### config.mk
export PLATFORM = sky130hd
export DESIGN_NAME = psx_host_bridge
export DESIGN_NICKNAME = d
export VERILOG_FILES = /design/src/design/psx_host_pkg.sv /design/src/design/card_event_if.sv /design/src/design/psx_host_bridge.sv /design/src/design/card_request_arbiter.sv /design/src/design/memcard_slot.sv /design/src/design/card_event_decoder.sv /design/src/design/download_packer.sv
export SDC_FILE = /design/constraint.sdc
export NUM_CORES = 1
export LEC_CHECK = 0
export ABC_CLOCK_PERIOD_IN_PS = 4900
export BUFFER_PORTS_ARGS = -buffer_cell sky130_fd_sc_hd__buf_2
export CORE_AREA = 2 2 100 122
export DETAILED_ROUTE_END_ITERATION = 8
export DIE_AREA = 0 0 102 124
export GPL_TIMING_DRIVEN = 1
export PLACE_DENSITY = 0.74
export SLEW_MARGIN = 20
export SYNTH_ARGS = -nofsm -noshare
export SYNTH_HDL_FRONTEND = slang
export SYNTH_SLANG_ARGS = --single-unit
### constraint.sdc
create_clock -name clk_1x -period 4.9 [get_ports clk_1x]
set_input_delay 0.98 -clock clk_1x [delete_from_list [all_inputs] [get_ports clk_1x]]
set_output_delay 0.98 -clock clk_1x [all_outputs]
set_load 0.02 [all_outputs]
### src/design/psx_host_pkg.sv
// Shared widths, RAM bases and host download indices for the host bridge.
// The RAM bases must fit in IOCTL_ADDR_W bits.
// A CD download matches on the lower six bits of the index only.

package psx_host_pkg;

	// ========================================================================
	// Widths
	// ========================================================================
	localparam int IOCTL_ADDR_W = 27;
	localparam int IOCTL_DATA_W = 16;
	localparam int RAM_DATA_W   = 32;
	localparam int IMG_SIZE_W   = 64;

	// RAM bases of the loaded images
	localparam logic [IOCTL_ADDR_W-1:0] BIOS_START = IOCTL_ADDR_W'(2097152);
	localparam logic [IOCTL_ADDR_W-1:0] EXE_START  = IOCTL_ADDR_W'(4194304);

	// Host download indices
	localparam logic [7:0] IDX_BIOS = 8'd0;
	localparam logic [7:0] IDX_EXE  = 8'd1;
	localparam logic [5:0] IDX_CD   = 6'd2;
	localparam logic [7:0] IDX_SBI  = 8'd250;

	// ========================================================================
	// Types
	// ========================================================================
	typedef enum logic [2:0] {
		DL_NONE,
		DL_BIOS,
		DL_EXE,
		DL_CD,
		DL_SBI
	} dl_kind_t;

	typedef enum logic {
		CARD_LOAD,
		CARD_SAVE
	} card_op_t;

endpackage
### src/design/card_event_if.sv
// Events from the decoder to one memory-card slot.
// mount, load_cmd and save_cmd are single-cycle strobes.
// image_present is only meaningful while mount is high.

interface card_event_if;

	logic mount;
	logic image_present;
	logic load_cmd;
	logic save_cmd;

	modport decoder (
		output mount,
		output image_present,
		output load_cmd,
		output save_cmd
	);

	modport slot (
		input mount,
		input image_present,
		input load_cmd,
		input save_cmd
	);

endinterface

### src/design/psx_host_bridge.sv
// Host-side glue of the console core: download packing and card requests.
// All logic runs on clk_1x with asynchronous active-low reset arst_n.
// NUM_CARDS may be any value of 1 or more.

module psx_host_bridge #(
	parameter  int NUM_CARDS = 2,
	localparam int IDX_W     = (NUM_CARDS > 1) ? $clog2(NUM_CARDS) : 1
) (
	input  logic                                  clk_1x,
	input  logic                                  arst_n,
	input  logic                                  ioctl_download,
	input  logic [7:0]                            ioctl_index,
	input  logic [psx_host_pkg::IOCTL_ADDR_W-1:0] ioctl_addr,
	input  logic [psx_host_pkg::IOCTL_DATA_W-1:0] ioctl_dout,
	input  logic                                  ioctl_wr,
	input  logic                                  ram_ready,
	input  logic [NUM_CARDS-1:0]                  img_mounted,
	input  logic [psx_host_pkg::IMG_SIZE_W-1:0]   img_size,
	input  logic                                  bk_load,
	input  logic                                  bk_save,
	input  logic                                  osd_open,
	input  logic                                  autosave,
	input  logic                                  card_ready,
	output logic                                  ioctl_wait,
	output logic                                  ram_valid,
	output logic [psx_host_pkg::IOCTL_ADDR_W-1:0] ram_addr,
	output logic [psx_host_pkg::RAM_DATA_W-1:0]   ram_data,
	output logic                                  load_exe,
	output logic                                  has_cd,
	output logic [psx_host_pkg::IOCTL_ADDR_W-1:0] cd_size,
	output logic [psx_host_pkg::IOCTL_DATA_W-1:0] libcrypt_key,
	output logic [NUM_CARDS-1:0]                  mounted,
	output logic                                  card_valid,
	output logic [IDX_W-1:0]                      card_index,
	output psx_host_pkg::card_op_t                card_op
);

	logic [NUM_CARDS-1:0]   slot_valid;
	logic [NUM_CARDS-1:0]   slot_ready;
	psx_host_pkg::card_op_t slot_op [NUM_CARDS];

	card_event_if ev_if [NUM_CARDS] ();

	// ========================================================================
	// Download path
	// ========================================================================
	download_packer u_packer (
		.clk_1x         (clk_1x),
		.arst_n         (arst_n),
		.ioctl_download (ioctl_download),
		.ioctl_index    (ioctl_index),
		.ioctl_addr     (ioctl_addr),
		.ioctl_dout     (ioctl_dout),
		.ioctl_wr       (ioctl_wr),
		.ram_ready      (ram_ready),
		.ioctl_wait     (ioctl_wait),
		.ram_valid      (ram_valid),
		.ram_addr       (ram_addr),
		.ram_data       (ram_data),
		.load_exe       (load_exe),
		.has_cd         (has_cd),
		.cd_size        (cd_size),
		.libcrypt_key   (libcrypt_key)
	);

	// ========================================================================
	// Memory-card control
	// ========================================================================
	card_event_decoder #(
		.NUM_CARDS (NUM_CARDS)
	) u_decoder (
		.clk_1x      (clk_1x),
		.arst_n      (arst_n),
		.img_mounted (img_mounted),
		.img_size    (img_size),
		.bk_load     (bk_load),
		.bk_save     (bk_save),
		.osd_open    (osd_open),
		.autosave    (autosave),
		.ev          (ev_if)
	);

	for (genvar i = 0; i < NUM_CARDS; i++) begin : g_slot
		memcard_slot u_slot (
			.clk_1x    (clk_1x),
			.arst_n    (arst_n),
			.req_ready (slot_ready[i]),
			.ev        (ev_if[i]),
			.req_valid (slot_valid[i]),
			.req_op    (slot_op[i]),
			.mounted   (mounted[i])
		);
	end

	card_request_arbiter #(
		.NUM_CARDS (NUM_CARDS)
	) u_arbiter (
		.clk_1x     (clk_1x),
		.arst_n     (arst_n),
		.req_valid  (slot_valid),
		.req_op     (slot_op),
		.card_ready (card_ready),
		.req_ready  (slot_ready),
		.card_valid (card_valid),
		.card_index (card_index),
		.card_op    (card_op)
	);

endmodule

### src/design/card_request_arbiter.sv
// Round-robin merge of slot requests into a single output register.
// The pointer starts at slot 0 and moves past each granted slot.
// Under back-pressure no slot is granted and the output holds.

module card_request_arbiter #(
	parameter  int NUM_CARDS = 2,
	localparam int IDX_W     = (NUM_CARDS > 1) ? $clog2(NUM_CARDS) : 1
) (
	input  logic                   clk_1x,
	input  logic                   arst_n,
	input  logic [NUM_CARDS-1:0]   req_valid,
	input  psx_host_pkg::card_op_t req_op [NUM_CARDS],
	input  logic                   card_ready,
	output logic [NUM_CARDS-1:0]   req_ready,
	output logic                   card_valid,
	output logic [IDX_W-1:0]       card_index,
	output psx_host_pkg::card_op_t card_op
);

	logic [IDX_W-1:0] ptr;
	logic [IDX_W-1:0] grant_idx;
	logic             grant_found;
	logic             load_en;

	// Output register is free, or drains this cycle
	assign load_en = !card_valid || card_ready;

	// ========================================================================
	// First valid slot at or after the pointer
	// ========================================================================
	always_comb begin
		int j;
		grant_found = 1'b0;
		grant_idx   = '0;
		for (int k = 0; k < NUM_CARDS; k++) begin
			j = int'(ptr) + k;
			if (j >= NUM_CARDS)
				j = j - NUM_CARDS;
			if (!grant_found && req_valid[j]) begin
				grant_found = 1'b1;
				grant_idx   = IDX_W'(j);
			end
		end
	end

	always_comb begin
		req_ready = '0;
		if (load_en && grant_found)
			req_ready[grant_idx] = 1'b1;
	end

	always_ff @(posedge clk_1x or negedge arst_n) begin
		if (!arst_n) begin
			card_valid <= 1'b0;
			ptr        <= '0;
		end else if (load_en) begin
			card_valid <= grant_found;
			if (grant_found) begin
				if (grant_idx == IDX_W'(NUM_CARDS - 1))
					ptr <= '0;
				else
					ptr <= grant_idx + 1'b1;
			end
		end
	end

	// Output payload
	always_ff @(posedge clk_1x) begin
		if (load_en && grant_found) begin
			card_index <= grant_idx;
			card_op    <= req_op[grant_idx];
		end
	end

endmodule

### src/design/memcard_slot.sv
// Mount state and pending requests of one memory card.
// A pending load is offered before a pending save.
// Unmounting drops any pending request, even one on offer.

module memcard_slot (
	input  logic                   clk_1x,
	input  logic                   arst_n,
	input  logic                   req_ready,
	card_event_if.slot             ev,
	output logic                   req_valid,
	output psx_host_pkg::card_op_t req_op,
	output logic                   mounted
);

	logic                   load_pend;
	logic                   save_pend;
	logic                   load_n;
	logic                   save_n;
	logic                   mounted_n;
	psx_host_pkg::card_op_t op_n;

	always_comb begin
		load_n    = load_pend;
		save_n    = save_pend;
		mounted_n = mounted;
		if (req_valid && req_ready) begin
			if (req_op == psx_host_pkg::CARD_LOAD)
				load_n = 1'b0;
			else
				save_n = 1'b0;
		end
		if (ev.mount) begin
			mounted_n = ev.image_present;
			load_n    = ev.image_present;
			if (!ev.image_present)
				save_n = 1'b0;
		end else if (mounted) begin
			if (ev.load_cmd)
				load_n = 1'b1;
			if (ev.save_cmd)
				save_n = 1'b1;
		end
		// Keep the offered opcode until it is taken
		if (req_valid && !req_ready && (req_op == psx_host_pkg::CARD_LOAD ? load_n : save_n))
			op_n = req_op;
		else
			op_n = load_n ? psx_host_pkg::CARD_LOAD : psx_host_pkg::CARD_SAVE;
	end

	always_ff @(posedge clk_1x or negedge arst_n) begin
		if (!arst_n) begin
			load_pend <= 1'b0;
			save_pend <= 1'b0;
			mounted   <= 1'b0;
			req_valid <= 1'b0;
			req_op    <= psx_host_pkg::CARD_LOAD;
		end else begin
			load_pend <= load_n;
			save_pend <= save_n;
			mounted   <= mounted_n;
			req_valid <= load_n || save_n;
			req_op    <= op_n;
		end
	end

endmodule

### src/design/card_event_decoder.sv
// Turns mount pulses and menu commands into per-slot event strobes.
// Every strobe is registered and appears one cycle after its input.
// Load and save commands go to all slots at once.

module card_event_decoder #(
	parameter int NUM_CARDS = 2
) (
	input  logic                                clk_1x,
	input  logic                                arst_n,
	input  logic [NUM_CARDS-1:0]                img_mounted,
	input  logic [psx_host_pkg::IMG_SIZE_W-1:0] img_size,
	input  logic                                bk_load,
	input  logic                                bk_save,
	input  logic                                osd_open,
	input  logic                                autosave,
	card_event_if.decoder                       ev [NUM_CARDS]
);

	logic                 bk_load_q;
	logic                 bk_save_q;
	logic                 osd_open_q;
	logic [NUM_CARDS-1:0] mount_q;
	logic                 present_q;
	logic                 load_q;
	logic                 save_q;

	always_ff @(posedge clk_1x or negedge arst_n) begin
		if (!arst_n) begin
			bk_load_q  <= 1'b0;
			bk_save_q  <= 1'b0;
			osd_open_q <= 1'b0;
			mount_q    <= '0;
			present_q  <= 1'b0;
			load_q     <= 1'b0;
			save_q     <= 1'b0;
		end else begin
			bk_load_q  <= bk_load;
			bk_save_q  <= bk_save;
			osd_open_q <= osd_open;
			mount_q    <= img_mounted;
			// One size compare shared by all slots
			present_q  <= |img_size;
			load_q     <= bk_load && !bk_load_q;
			// Autosave fires when the menu opens
			save_q     <= (bk_save && !bk_save_q) || (osd_open && !osd_open_q && autosave);
		end
	end

	for (genvar i = 0; i < NUM_CARDS; i++) begin : g_ev
		assign ev[i].mount         = mount_q[i];
		assign ev[i].image_present = present_q;
		assign ev[i].load_cmd      = load_q;
		assign ev[i].save_cmd      = save_q;
	end

endmodule

### src/design/download_packer.sv
// Packs 16-bit host words into 32-bit RAM writes, low half first.
// The host must not write while ioctl_wait is high and must wait one cycle
// after setting ioctl_download and ioctl_index before its first write.
// ram_valid holds with address and data until ram_ready, without limit.

module download_packer (
	input  logic                                  clk_1x,
	input  logic                                  arst_n,
	input  logic                                  ioctl_download,
	input  logic [7:0]                            ioctl_index,
	input  logic [psx_host_pkg::IOCTL_ADDR_W-1:0] ioctl_addr,
	input  logic [psx_host_pkg::IOCTL_DATA_W-1:0] ioctl_dout,
	input  logic                                  ioctl_wr,
	input  logic                                  ram_ready,
	output logic                                  ioctl_wait,
	output logic                                  ram_valid,
	output logic [psx_host_pkg::IOCTL_ADDR_W-1:0] ram_addr,
	output logic [psx_host_pkg::RAM_DATA_W-1:0]   ram_data,
	output logic                                  load_exe,
	output logic                                  has_cd,
	output logic [psx_host_pkg::IOCTL_ADDR_W-1:0] cd_size,
	output logic [psx_host_pkg::IOCTL_DATA_W-1:0] libcrypt_key
);

	psx_host_pkg::dl_kind_t kind_next;
	psx_host_pkg::dl_kind_t dl_kind;
	logic [psx_host_pkg::IOCTL_ADDR_W-1:0] base_addr;
	logic to_ram;
	logic exe_prev;
	logic host_wr;

	// Sort the download by its index
	always_comb begin
		kind_next = psx_host_pkg::DL_NONE;
		if (ioctl_download) begin
			if (ioctl_index == psx_host_pkg::IDX_BIOS)
				kind_next = psx_host_pkg::DL_BIOS;
			else if (ioctl_index == psx_host_pkg::IDX_EXE)
				kind_next = psx_host_pkg::DL_EXE;
			else if (ioctl_index[5:0] == psx_host_pkg::IDX_CD)
				kind_next = psx_host_pkg::DL_CD;
			else if (ioctl_index == psx_host_pkg::IDX_SBI)
				kind_next = psx_host_pkg::DL_SBI;
		end
	end

	always_comb begin
		case (dl_kind)
			psx_host_pkg::DL_BIOS: base_addr = psx_host_pkg::BIOS_START;
			psx_host_pkg::DL_EXE:  base_addr = psx_host_pkg::EXE_START;
			default:               base_addr = '0;
		endcase
	end

	assign to_ram = (dl_kind == psx_host_pkg::DL_BIOS) || (dl_kind == psx_host_pkg::DL_EXE) ||
		(dl_kind == psx_host_pkg::DL_CD);
	// Writes are ignored while a packed word is still pending
	assign host_wr = ioctl_wr && !ram_valid;
	assign ioctl_wait = ram_valid;

	// ========================================================================
	// Control state
	// ========================================================================
	always_ff @(posedge clk_1x or negedge arst_n) begin
		if (!arst_n) begin
			dl_kind   <= psx_host_pkg::DL_NONE;
			exe_prev  <= 1'b0;
			load_exe  <= 1'b0;
			has_cd    <= 1'b0;
			ram_valid <= 1'b0;
		end else begin
			dl_kind  <= kind_next;
			exe_prev <= (dl_kind == psx_host_pkg::DL_EXE);
			load_exe <= exe_prev && (dl_kind != psx_host_pkg::DL_EXE);
			if (dl_kind == psx_host_pkg::DL_CD && kind_next != psx_host_pkg::DL_CD)
				has_cd <= 1'b1;
			if (ram_valid && ram_ready)
				ram_valid <= 1'b0;
			else if (host_wr && to_ram && ioctl_addr[1])
				ram_valid <= 1'b1;
		end
	end

	// Word assembly, CD size and key
	always_ff @(posedge clk_1x) begin
		if (host_wr && to_ram) begin
			if (!ioctl_addr[1]) begin
				ram_data[15:0] <= ioctl_dout;
				ram_addr       <= ioctl_addr + base_addr;
			end else begin
				ram_data[31:16] <= ioctl_dout;
			end
		end
		if (dl_kind == psx_host_pkg::DL_CD && kind_next != psx_host_pkg::DL_CD)
			cd_size <= ioctl_addr;
		if (ioctl_wr && dl_kind == psx_host_pkg::DL_SBI)
			libcrypt_key <= ioctl_dout;
	end

endmodule

* After elaboration in Yosys (flattened, before gate mapping)
Index checks and enable logic that the tools add are counted.
Word-level totals: bits in registers 131, bits of input ports 127, output and inout bits 111, word-level logic and storage cells 147
Cells by class: $add $sub $neg 5, $lt $le $gt $ge 7, eq/ne operators 9, multiplexer cells 53, bitwise gates (word level) 2, reductions and logical operators 40
Operators by type and width (number):
- $lt 32x3->1 const B | 2
- $mux 32 | 2
- $reduce_or 64->1 | 1
- $pmux 23 s2 | 1
- $mux 1 | 43
- $ge 32x3->1 const B | 1
- $sub 32x3->32 const B | 1
- $add 27x23->27 | 1
- $logic_and 1x1->1 | 20
- $mux 3 | 5
- $eq 8x1->1 const B | 1
- $eq 8x8->1 const B | 1
- $logic_not 1->1 | 8
- $logic_not 8->1 | 1
- $eq 3x2->1 const B | 2
- $eq 6x2->1 const B | 1
- $logic_or 1x1->1 | 6
- $ne 3x2->1 const B | 2
- $reduce_and 2->1 | 3
- $eq 3x1->1 const B | 1
- $eq 3x3->1 const B | 1
- $sub 1x2->3 const B | 1
- $add 1x1->2 const B | 1
- $ge 1x2->1 const B | 1
- other kinds (9) | 9

* Depth between registers and ports, before layout
Gate-level depths: netlist (run 1).
word-level depth 21, gate-level depth with buffers 6, mapped depth without buffers 6

* Hierarchy
From an unflattened synthesis (run 1), not the netlist that was laid out.
Second synthesis, totals: cells, all modules 239, area total of the unflattened synthesis 4518.1 µm²
By module, submodules not included:
- download_packer | times used 1, cells each 150, area an instance 3532.1 µm²
- memcard_slot | times used 2, cells each 18, area an instance 209.0 µm²
- card_event_decoder | times used 1, cells each 36, area an instance 384.1 µm²
- card_request_arbiter | times used 1, cells each 17, area an instance 183.9 µm²

* Least setup slack after synthesis (run 1)
OpenSTA, ideal clock, no wires.
path kind input to register, start point input ioctl_addr[1] in the netlist's numbering, end point register u_packer.ram_addr[0] in the netlist's numbering, enable pin, arrival time 5.247 ns, slack -0.902 ns, stages 1, buffers on the path 0, path through nor4_1
On the way: cells in the longest elaborated chain, start to end 2
Ends and longest elaborated chain:
- from (decl) | line psx_host_bridge.sv:13 | input logic [psx_host_pkg::IOCTL_ADDR_W-1:0] ioctl_addr,
- $not 1->1 (no source line)
- $reduce_and 2->1 (no source line)
- to (signal assigned) | line download_packer.sv:89 | ram_addr <= ioctl_addr + base_addr;
- to (decl) | line download_packer.sv:17 | output logic [psx_host_pkg::IOCTL_ADDR_W-1:0] ram_addr,
No other way between the ends. A chain may end at the register's enable or synchronous reset.

* Final worst setup path (run 1)
start point input ioctl_index[2], end point register u_packer.has_cd
On the way: cells in the longest elaborated chain, start to end 8, elaborated cells on any way between the ends 11, classes of those cells eq/ne: 4; mux: 5; reduce/logical: 2
Ends and longest elaborated chain:
- from (decl) | line psx_host_bridge.sv:12 | input logic [7:0] ioctl_index,
- $eq 8x8->1 | line download_packer.sv:42 | else if (ioctl_index == psx_host_pkg::IDX_SBI)
- $mux 3 | line download_packer.sv:42
- $mux 3 | line download_packer.sv:40 | else if (ioctl_index[5:0] == psx_host_pkg::IDX_CD)
- $mux 3 | line download_packer.sv:38 | else if (ioctl_index == psx_host_pkg::IDX_EXE)
- $mux 3 (*) | line download_packer.sv:36 | if (ioctl_index == psx_host_pkg::IDX_BIOS)
- $mux 3 (*) | line download_packer.sv:35 | if (ioctl_download) begin
- $ne 3x2->1 (*) | line download_packer.sv:75 | if (dl_kind == psx_host_pkg::DL_CD && kind_next != psx_host_pkg::DL_CD)
- $logic_and 1x1->1 (*) | line download_packer.sv:75
- to (signal assigned) | line download_packer.sv:69 | has_cd <= 1'b0;
- to (signal assigned) | line download_packer.sv:76 | has_cd <= 1'b1;
- to (decl) | line download_packer.sv:20 | output logic has_cd,
Mark *: on every way between the ends. The rest lies on a longest branch, timed or not.

==> metrics.md, run 1 <==
| Metric | Value |
|---|---|
| Status | finished, final reports clean |
| Die height | 124 um |
| Post-detail-place hpwl | 7670 um |
| Root Driver | clkbuf_16 |
| Worst skew pair latency | 0.40 ns |
| Top Ports | 238 |
| Post-Synth Adder-Cell Area | 1.00% |
| Reg clk slew, reported paths | 0.06 ns |
| Core Rows | 43 |
| DR vias/cell | 4.74 |
| WS Path Type | in -> reg |
| Clock sink total | 131 |
| Synth Flop Type | edfxtp_1 |
| Main combinational cell family by area after synthesis | simple AND/OR/NAND/NOR gates |
| Leakage | 0.00277 uW |
| Setup violators final | 0 |
| Post-CTS Setup Repair Bufs | 0 |
| CP max stage cell | o2111a_2 |
| Initial antenna violation count | 0 |
| GPL Wtd Cong | 0.880 |
| Skew final | 0.0115 ns |
| Worst hold path class | reg -> reg |
| Netlist Area Pre-Place | 0.00450 mm2 |
| CP peak stage delay | 0.52 ns |
| Post-synthesis area per instance | 19.0 um2 |
| FFs w/ async S/R, synth | 20.6% |
| RSZ-0062 raised after global routing | no |
| CTS tree | done |
| Routed len/inst | 15.9 um |
| Total number of vias | 3135 |
| Crit. End Element | flop |
| CP Cell Sequence | buf_2 -> nand2b_4 -> or4_4 -> o2111a_2 -> or2_1 |
| Resized cells post-CTS | 0 |
| Chip width | 102 um |
| VDD IR max | 191 uV |
| Starting density of the core | 39.5% |
| Largest net degree at the start of global routing | 44 |
| Port Buffers | 237 |
| Crit path max fanout | 28 |
| Post-Syn Instances | 237 |
| Number of synthesized flops with an enable pin | 104 |
| Max_cap viols | 0 |
| WL final | 10500 um |
| Fin cells | 662 |
| Slew headroom | 54.4% |
| Die area | 0.0126 mm2 |
| First-pass GRT wire length | 15600 um |
| # hold bufs at CTS | 0 |
| Complex-gate fraction of the synthesized area | 3.36% |
| Worst Path Required | 5.19 ns |
| Tmin final | 2.16 ns |
| Fillers | 934 |
| Vias in the first global route | 3174 |
| H-tree Lvls | 4 |
| N_diodes | 0 |
| Layout cell share with drive strength beyond 1 | 54.9% |
| Slew @ Worst Pin | 0.684 ns |
| Inst Count DP | 631 |
| FMAX | 0.462 GHz |
| Crit path arrival time | 2.46 ns |
| CTS max path bufs | 2 |
| Residual DRC | 0 |
| Post-synthesis mux area share | 0.500% |
| Layout overhead on the synthesized area | 45.5% |
| Seq/Total Area, Yosys | 84.4% |
| Layout Nets | 623 |
| Final Hold Viols | 0 |
| All-Layer GR Usage | 16.8% |
| Core ar. | 0.0114 mm2 |
| Fin crit share | 44.2% |
| Ys Warns | 0 |
| Initial drt markers | 120 |
| Setup_tns | 0 ns |
| Pwr/cell area | 428 mW/mm2 |
| Post-synthesis simple-gate area fraction | 9.09% |
| Critical path launch point type | primary input |
| Gr ovfl total | 0 |
| Max-slew violation count | 0 |
| Net count after synthesis | 367 |
| Distinct cells, synth | 40 |
| Router iterations before antenna repair | 5 |
| Synth Register Bits | 131 |
| Xor and xnor fraction of the mapped netlist area | 0.778% |
| ANT nets after route | 0 |
| CTS Buf Count | 17 |
[power breakdown]
group          internal, uW  total [uW]  leakage, uW  switching, uW
clock                   904        1360     0.000304            451
combinational          88.5         181      0.00121           92.9
sequential             1240        1270      0.00125           25.2
total                  2230        2800      0.00277            569
[placed cells by master, fill, tap and decap left out, types with 3 or more instances in the layout]
cell | Yosys | routed
dfrtp_1 | 27 | 27
nand2b_1 | 5 | 5
xor2_1 | 3 | 3
nor4_1 | 18 | 17
clkbuf_16 | 0 | 17
nand4_1 | 4 | 4
a21oi_1 | 5 | 5
a21o_1 | 4 | 4
inv_1 | 5 | 5
buf_4 | 3 | 3
nand2_1 | 9 | 9
bufinv_16 | 0 | 5
buf_2 | 0 | 237
nor2b_1 | 8 | 8
nor2_1 | 4 | 4
nand3_1 | 3 | 3
edfxtp_1 | 104 | 104
[worst paths after layout]
kind | startpoint | to | slack, ns | cells past startpoint
max in group asynchronous | arst_n | u_packer.load_exe | 3.90 | 1
worst min-delay path | u_decoder.bk_load_q | u_decoder.ev[0].load_cmd | 0.40 | 1
worst max-delay path | ioctl_index[2] | u_packer.has_cd | 2.74 | 5
worst max register to register | u_packer.dl_kind[2] | u_packer.ram_addr[26] | 2.77 | 6
worst min register to register | u_decoder.bk_load_q | u_decoder.ev[0].load_cmd | 0.40 | 1
min in group asynchronous | arst_n | u_decoder.mount_q[1] | 0.59 | 1
[final cells by class]
cell class	instances	area (um2)	area share, %
timing repair buffer	240	1210	18.4
clock buffer	19	433	6.61
sequential	131	3800	58.0
tap	157	196	3.00
inverter	5	18.8	0.286
multi-input combinational	98	691	10.5
clock inverter	12	205	3.13
[metrics by stage]
stage,power (uW),utilization (%),hold WS (ns),setup slack [ns],area [um2]
after CTS,2830,57.4,0.401,2.73,6550
after detailed placement,1470,51.8,0.390,2.30,5910
after floorplan,1370,-,0.378,0.967,4510
after global placement,1450,51.8,0.384,2.02,5910
final,2800,57.4,0.398,2.74,6550
after global routing,2900,57.4,0.429,2.63,6550
[cell families after synthesis]
logic type      count (synthesis)
mux                             2
xor+xnor                        4
compound gates                 21
flops                         131
buf+inv                         8
simple gates                   68
fa+ha+maj                       3
[flip-flops by register name (all words and copies together) (netlist names), 2 cells and up]
signal                   cells
g_slot.u_slot.save_pend      2
g_slot.u_slot.req_op         2
u_packer.cd_size            27
g_slot.u_slot.load_pend      2
u_packer.ram_data           32
u_packer.libcrypt_key       16
g_slot.u_slot.mounted        2
u_packer.dl_kind             3
u_packer.ram_addr           27
g_slot.u_slot.req_valid      2
u_decoder.mount_q            2
[critical path: cells and delay by family]
kind / cells / cell delay (ns)
AND/OR/NAND/NOR: 3 / 0.86
AO/OA/AOI/OAI: 1 / 0.52
buffers and inverters: 1 / 0.09
[routing by layer]
| metal | vias to the layer above | global-route usage [%] | share of wire, % |
|---|---|---|---|
| met5 | - | 0 | 0 |
| met4 | 0 | 6.67 | 1.5 |
| met3 | 10 | 5.56 | 8.3 |
| met2 | 188 | 30.9 | 55 |
| met1 | 1494 | 17.6 | 35 |
| li1 | 1443 | - | - |
[Yosys cell counts (2+ instances only)]
library cell	number	area (um2)
inv_1	5	18.8
nor2_1	4	15.0
xor2_1	3	26.3
and2_1	2	12.5
nor3_1	3	15.0
a21o_1	4	30.0
dfrtp_1	27	676
nor3b_1	2	15.0
nand2b_1	5	31.3
ha_1	2	25.0
edfxtp_1	104	3120
nand4_1	4	25.0
and3_1	2	12.5
nand2_1	9	33.8
o21ai_0	2	10.0
buf_4	3	22.5
nor2b_1	8	50.1
a21oi_1	5	25.0
nand3b_1	2	15.0
mux2_2	2	22.5
nand3_1	3	15.0
nor4_1	18	113
Power figures use the tool's default switching activity.
==> run 2, diff against run 1 <==
ABC_CLOCK_PERIOD_IN_PS = 1900   (was 4900)
clock period = 1.9 ns   (was 4.9 ns; I/O delays follow)
==> run 2 against run 1 <==
Sequential power rose to 2.6 times the previous value. Critical path depth up 1. Count of clock-buffer cells in the layout down 2. Hold slack worse by 0.31 ns. Cell area up 0.48%. Clock power up 130%. Core utilization up 0.27 points. Wire length down 0.19%. First-iteration DRC count up 2.5%. Critical path type is now reg -> reg.
==> metrics.md, run 2 (same netlist as run 1, synthesis figures left out) <==
| Metric | Value |
|---|---|
| Status | finished, final reports clean |
| Starting density of the core | 39.5% |
| VDD IR max | 502 uV |
| DR vias/cell | 4.75 |
| Max FFs per register | 32 |
| CTS tree | done |
| # hold bufs at CTS | 1 |
| Max_cap viols | 0 |
| Crit path max fanout | 5 |
| Root Driver | clkbuf_16 |
| Reg clk slew, reported paths | 0.06 ns |
| RSZ-0062 raised after global routing | no |
| Clock sink total | 131 |
| Worst skew pair latency | 0.40 ns |
| Worst hold path class | in -> reg |
| Layout overhead on the synthesized area | 46.2% |
| GPL Wtd Cong | 0.828 |
| DP Worst Slack | 0.112 ns |
| Die area | 0.0126 mm2 |
| Die height | 124 um |
| Layout cell share with drive strength beyond 1 | 55.4% |
| Initial antenna violation count | 1 |
| Hold path depth | 1 |
| CTS max path bufs | 2 |
| Residual DRC | 0 |
| CTS Buf Count | 17 |
| Crit. End Element | flop |
| Largest net degree at the start of global routing | 44 |
| Initial drt markers | 123 |
| Skew final | 0.00977 ns |
| Leakage | 0.00277 uW |
| WL final | 10500 um |
| Port Buffers | 237 |
| Final Hold Viols | 0 |
| Worst setup margin | 0.132 ns |
| Fillers | 966 |
| Tmin final | 1.77 ns |
| Gr ovfl total | 0 |
| Routed len/inst | 15.7 um |
| H-tree Lvls | 4 |
| Slew headroom | 59.3% |
| Largest regs | u_packer.ram_data x32, u_packer.cd_size x27, u_packer.ram_addr x27 |
| Layout Nets | 628 |
| Largest Register | u_packer.ram_data |
| Most frequent cells in the layout | 237 x buf_2, 104 x edfxtp_1, 26 x dfrtp_1 |
| WS Path Type | reg -> reg |
| Worst hold margin | 0.0859 ns |
| ANT nets after route | 0 |
| Commonest non-fill, non-tap cell in the layout | buf_2 |
| Fin cells | 668 |
| Vias in the first global route | 3070 |
| Worst r2r path cells | 6 |
| Inst Count DP | 635 |
| Top Ports | 238 |
| Post-CTS Setup Repair Bufs | 0 |
| Pwr/cell area | 1040 mW/mm2 |
| Fin crit share | 93.1% |
| Router iterations before antenna repair | 4 |
| Max-slew violation count | 0 |
| Placed Instance Area | 0.00599 mm2 |
| Slew @ Worst Pin | 0.611 ns |
| Core ar. | 0.0114 mm2 |
| Critical path launch point type | flop |
| N_diodes | 0 |
| Core Rows | 43 |
| Chip width | 102 um |
| First-pass GRT wire length | 15000 um |
| Area of the multi-input gates | 699 um2 |
| Resized cells post-CTS | 0 |
| Register area | 0.00380 mm2 |
| Setup_tns | 0 ns |
| Crit path arrival time | 1.92 ns |
| Setup violators final | 0 |
| Total number of vias | 3174 |
| Post-detail-place hpwl | 8030 um |
| Worst Path Required | 2.05 ns |
| Final Cell Area | 0.00658 mm2 |
| All-Layer GR Usage | 16.3% |
| FMAX | 0.566 GHz |
## run 2: cell types whose count changed in the layout (fill, tap and decap cells not counted), sizes merged
cell | before | now
buf | 240 | 244
clkinv | 3 | 7
bufinv | 5 | 2
clkbuf | 19 | 17
clkinvlp | 2 | 3
dlygate4sd3 | 0 | 1
inv | 7 | 8
## run 2: through the flow
| step | power, uW | utilization (%) |
|---|---|---|
| final | 6840 | 57.7 |
| after global routing | 7100 | 57.7 |
| after CTS | 6930 | 57.7 |
| after detailed placement | 3780 | 52.5 |
| after global placement | 3750 | 52.5 |
| after floorplan | 3530 | - |
## run 2: where the power goes
group	total, uW	switching [uW]	internal [uW]	leakage [uW]
clock	3110	1180	1940	0.000275
sequential	3260	60.6	3200	0.00125
combinational	465	234	231	0.00125
## run 2: routing by layer
| metal | vias up | wire length, um | track usage, % | part of all wire, % |
|---|---|---|---|---|
| li1 | 1458 | - | - | - |
| met5 | - | 13 | 0 | 0.12 |
| met2 | 192 | 5770 | 31.3 | 55 |
| met4 | 2 | 180 | 6.42 | 1.7 |
| met3 | 16 | 965 | 5.50 | 9.2 |
| met1 | 1506 | 3580 | 15.9 | 34 |
## run 2: worst max-delay path, stage by stage, from the launching register on
cell	delay [ns]
dfrtp_1	0.42
nor3b_1	0.29
ha_1	0.29
a21oi_1	0.13
nor2b_1	0.08
and3_1	0.19
xor2_1	0.14
## run 2: worst paths after layout
check / startpoint / endpoint / slack (ns)
min: img_mounted[0] / u_decoder.mount_q[0] / 0.09
max: u_packer.dl_kind[0] / u_packer.ram_addr[26] / 0.13
min reg2reg: u_decoder.bk_load_q / u_decoder.ev[0].load_cmd / 0.40
max in group asynchronous: arst_n / u_packer.ioctl_wait / 0.94
max reg2reg: u_packer.dl_kind[0] / u_packer.ram_addr[26] / 0.13
min in group asynchronous: arst_n / u_decoder.osd_open_q / 0.52
## run 2: final cells by class
cell class                      instances  share of cell area, %
Clock buffer                           17                   6.46
Clock inverter                         15                   2.38
Inverter                                5                  0.285
Multi-Input combinational cell         98                   10.6
Sequential cell                       131                   57.7
Tap cell                              157                   2.98
Timing Repair Buffer                  245                   19.5
